`config.mk`:
```
export PLATFORM = sky130hd
export DESIGN_NAME = icache_lookup
export DESIGN_NICKNAME = d
export VERILOG_FILES = /design/src/icache_pkg.sv /design/src/icache_lookup.sv
export SDC_FILE = /design/constraint.sdc
export NUM_CORES = 1
export LEC_CHECK = 0
export ABC_AREA = 1
export BUFFER_PORTS_ARGS = -buffer_cell sky130_fd_sc_hd__buf_2
export CAP_MARGIN = 15
export CORE_AREA = 3 3 84 86
export DETAILED_ROUTE_END_ITERATION = 16
export DIE_AREA = 0 0 87 89
export GPL_TIMING_DRIVEN = 0
export PLACE_DENSITY = 0.77
export SLEW_MARGIN = 20
export SYNTH_ARGS = -nofsm -noshare
export SYNTH_HDL_FRONTEND = slang
export SYNTH_SLANG_ARGS = --single-unit
```
`constraint.sdc`:
```
create_clock -name clk_i -period 2.4 [get_ports clk_i]
set_input_delay 0.36 -clock clk_i [delete_from_list [all_inputs] [get_ports clk_i]]
set_output_delay 0.36 -clock clk_i [all_outputs]
set_load 0.005 [all_outputs]
```
`src/icache_pkg.sv`:
```
package icache_pkg;

  ////////////////////////////////////////
  // Fixed widths

  localparam int unsigned FetchAddrWidth = 32;
  localparam int unsigned WordWidth      = 32;
  // A line holds 2 ** LineWordsWidth words
  localparam int unsigned LineWordsWidth = 3;
  // Byte offset bits inside a line
  localparam int unsigned LineOffWidth   = LineWordsWidth + $clog2(WordWidth / 8);

  typedef logic [FetchAddrWidth-1:0]              fetch_addr_t;
  typedef logic [WordWidth-1:0]                   word_t;
  typedef logic [LineWordsWidth-1:0]              word_off_t;
  typedef logic [FetchAddrWidth-LineOffWidth-1:0] line_addr_t;

  ////////////////////////////////////////
  // Fetch side

  typedef struct packed {
    fetch_addr_t addr;
    logic        flush;
  } fetch_req_t;

  typedef struct packed {
    word_t instr;
    logic  fault;
  } fetch_rsp_t;

  // Handed from lookup to compare with the array read
  typedef struct packed {
    logic        valid;
    fetch_addr_t addr;
    logic        flush;
  } lookup_stage_t;

  ////////////////////////////////////////
  // Memory side

  typedef struct packed {
    line_addr_t line;
  } mem_req_t;

  typedef struct packed {
    word_t data;
    logic  denied;
    logic  last;
  } mem_rsp_t;

endpackage
```
`src/icache_lookup.sv`:
```
`timescale 1ns/1ps

module icache_lookup #(
  parameter int unsigned PhysAddrLen = 28
) (
  input  logic                      clk_i,
  input  logic                      rst_ni,
  input  logic                      fetch_valid_i,
  input  icache_pkg::fetch_req_t    fetch_req_i,
  output logic                      fetch_ready_o,
  input  logic                      busy_i,
  input  logic                      replay_i,
  output icache_pkg::lookup_stage_t stage_o,
  output logic                      rd_en_o,
  output icache_pkg::fetch_addr_t   rd_addr_o
);
  import icache_pkg::*;

  logic        pend_valid_q;
  fetch_req_t  pend_q;
  // Address of the fetch last handed to compare, kept for a replay
  fetch_addr_t last_addr_q;
  logic        in_range;
  logic        issue;
  logic        accept;

  assign in_range = ~|pend_q.addr[FetchAddrWidth-1:PhysAddrLen];

  // A replay takes the array port ahead of the waiting fetch
  assign issue         = pend_valid_q && !busy_i && !replay_i;
  assign fetch_ready_o = !busy_i && (!pend_valid_q || issue);
  assign accept        = fetch_valid_i && fetch_ready_o;

  ////////////////////////////////////////
  // Array read and stage handoff

  always_comb begin
    stage_o = '0;
    if (replay_i) begin
      // Replayed fetches never carry the flush bit again
      stage_o.valid = 1'b1;
      stage_o.addr  = last_addr_q;
    end else if (issue) begin
      stage_o.valid = 1'b1;
      stage_o.addr  = pend_q.addr;
      stage_o.flush = pend_q.flush;
    end
  end

  // Out of range fetches skip the read, compare faults them
  assign rd_en_o   = replay_i || (issue && in_range);
  assign rd_addr_o = replay_i ? last_addr_q : pend_q.addr;

  ////////////////////////////////////////
  // Fetch holding register

  always_ff @(posedge clk_i or negedge rst_ni) begin
    if (!rst_ni) begin
      pend_valid_q <= 1'b0;
    end else if (accept) begin
      pend_valid_q <= 1'b1;
    end else if (issue) begin
      pend_valid_q <= 1'b0;
    end
  end

  always_ff @(posedge clk_i) begin
    if (accept) begin
      pend_q <= fetch_req_i;
    end
    if (issue) begin
      last_addr_q <= pend_q.addr;
    end
  end

  // A replay is only requested once refill and flush are idle again
  assert property (@(posedge clk_i) disable iff (!rst_ni) rd_en_o |-> !busy_i);

endmodule

```
==> results.toml <==
[timing]
min_period_over_period_pct = 70.6
finClkSkew_ns = 0.00446
finalHoldViolCount = 0
slew_headroom_pct = 52.2
period_minus_slack_ns = 1.69
worst_pin_slew_ns = 0.716
fmax_ghz = 0.590
finalMaxSlewViolations = 0
setup_viol = 0
rsz0062_at_grt = "false"
whs_ns = 0.199

[clocking]
cts-root-buf = "clkbuf_8"
worstSkewPairLatency_ns = 0.33
path_clk_slew_ns = 0.07
htreeDepth = 3
clockBufferDepth = 2
cts.sinks = 66
numCtsBuffers = 9
cts_tree = "built"

[worst_setup_path]
worstPathMaxFanout = 17
worst_ep_arrival_time_ns = 1.73
timing.reg2reg.setup_slack_ns = 0.71
critPathLaunchType = "flip-flop"
cpMaxStageDelayCell = "nor2_4"
endpoint = "last_addr_q[15]"
path_class = "flip-flop to flip-flop"
crit_required_ns = 2.44
startpoint = "pend_valid_q"
r2r-end = "last_addr_q[15]"
r2r_cells = 4
slowest_delay_ns = 0.45
r2r_start = "pend_valid_q"
critPathCaptureType = "flip-flop"
path_cells = "nand2_4 > buf_6 > nor2_4 > buf_16"

[logic_synthesis]
ys_ff_latch = 66
syn_area_um2 = 2770
syn_nets = 261
avgSynthCellArea_um2 = 12.4
syn_inst = 223
yosys.cell_types.count = 16
ys_seq_area_share_pct = 71.4
yosys_warnings = 0

[global_routing]
track_usage_pct = 16.6
grt-ovfl-total = 0
antenna_found_initial = 1
grt_max_degree = 34
grt_pass1_wl_mm = 9.64
grt_pass1_vias = 2053

[finish]
final_nets = 378
final_cells = 422
drive_gt1_share_pct = 44.6
antenna-diode-count = 0
final_common_cell = "buf_2"
utilization_pct = 56.9
syn_to_final_growth_pct = 30.6
final_cell_mix = "buf_2, nand2_1, edfxtp_1"

[detailed_routing]
first_pass_iters = 4
drt_iter0_markers = 92
vias = 2020
wl_mm = 6.03
ant_nets = 0
avgRoutedWirePerCell_um = 14.3
detail_route.vias_per_cell = 4.79
drc = 0

[floorplan]
row_count = 29
ios = 106
fp.dieW_um = 87
initial_core_util_pct = 43.6
design.core.area_um2 = 6350
die_y_um = 89
die-area_um2 = 7740

[job]
maxCapViolCount = 0

[placement]
place_congestion = 0.730
dp_hpwl_mm = 4.36
io_buffers = 104
dp_cells = 405

[power]
ir_drop_uv = 409
p_leak_uw = 0.00164
power.density_nw_per_um2 = 694

[run_status]
outcome = "finished, final reports clean"

[min_path]
hp-class = "primary input to flip-flop"
## registers in the layout (all words and copies together), names as in the netlist
name and flops:
pend_q 33, pend_valid_q 1, last_addr_q 32
## per-stage QoR
stage	setup TNS (ns)	total power, µW	instance area, µm²	worst slack [ns]
2_1_floorplan	0	1520	2770	0.483
3_3_place_gp	-1.74	1650	3390	-0.0557
3_5_place_dp	0	1670	3420	0.567
4_1_cts	0	2540	3610	0.673
5_1_grt	0	2620	3610	0.623
6_report	0	2510	3610	0.706
## timing repair
| action | in CTS | in global routing |
|---|---|---|
| resized for setup | 0 | 0 |
| hold buffers | 1 | 0 |
| hold endpoints to repair | 1 | 0 |
| setup buffers | 0 | 0 |
## routing by layer
metal  vias up  GRT usage, %  share of wire [%]  routed length (µm)
met5         -             0               0.12                   7
li1       1003             -                  -                   -
met2        77          27.3                 49                2960
met4         2          8.92                1.5                  89
met1       928          20.2                 42                2520
met3        10          4.06                7.4                 449
## power by group
part	internal (µW)	leakage (µW)	total (µW)	switching, µW
sequential	1320	0.000613	1340	18.9
clock	467	0.0000939	872	405
combinational	128	0.000930	297	168
total	1920	0.00164	2510	592
## how the worst min path moves through the flow
stage,startpoint,end,slack [ns],cells after the start
CTS,fetch_req_i[12],pend_q[12],0.18,1
finish,fetch_req_i[7],pend_q[7],0.20,1
detailed placement,rst_ni,pend_valid_q,0.14,1
global route,fetch_req_i[22],pend_q[22],0.18,1
floorplan,rst_ni,pend_valid_q,0.06,0
global placement,rst_ni,pend_valid_q,0.14,1
## synth_stat cells
cell	number	area (µm²)
edfxtp_1	65	1950
o21ai_2	19	166
inv_2	1	3.75
inv_8	1	11.3
nor2_1	4	15.0
buf_4	3	22.5
o21ai_0	6	30.0
dfrtp_1	1	25.0
nor3_2	1	10.0
nand3_1	1	5.00
nand2_1	99	372
a21oi_1	1	5.00
o21ai_1	9	45.0
buf_6	7	78.8
nand2_4	1	11.3
inv_1	4	15.0
## cell families (layout without fill, tap and decap cells)
| family | after synthesis | count (layout) | synth area share, % |
|---|---|---|---|
| AO/OA/AOI/OAI | 35 | 35 | 8.91 |
| flip-flops | 66 | 66 | 71.4 |
| AND/OR/NAND/NOR | 106 | 106 | 14.9 |
| buffers and inverters | 16 | 138 | 4.75 |
## cell type report
type / count / area, µm²
Clock buffer: 9 / 124
Tap cell: 77 / 96.3
Sequential cell: 66 / 1980
Clock inverter: 7 / 60.1
Multi-Input combinational cell: 141 / 667
Buffer: 10 / 101
Inverter: 6 / 30.0
Fill cell: 555 / 2740
Timing Repair Buffer: 106 / 558
## worst max-delay path: cells and delay by family, from the launching register on
family,cells,cell delay (ns)
flops,1,0.42
simple gates,2,0.57
buf+inv,2,0.41
No activity file was read; power rests on OpenSTA's default activity.
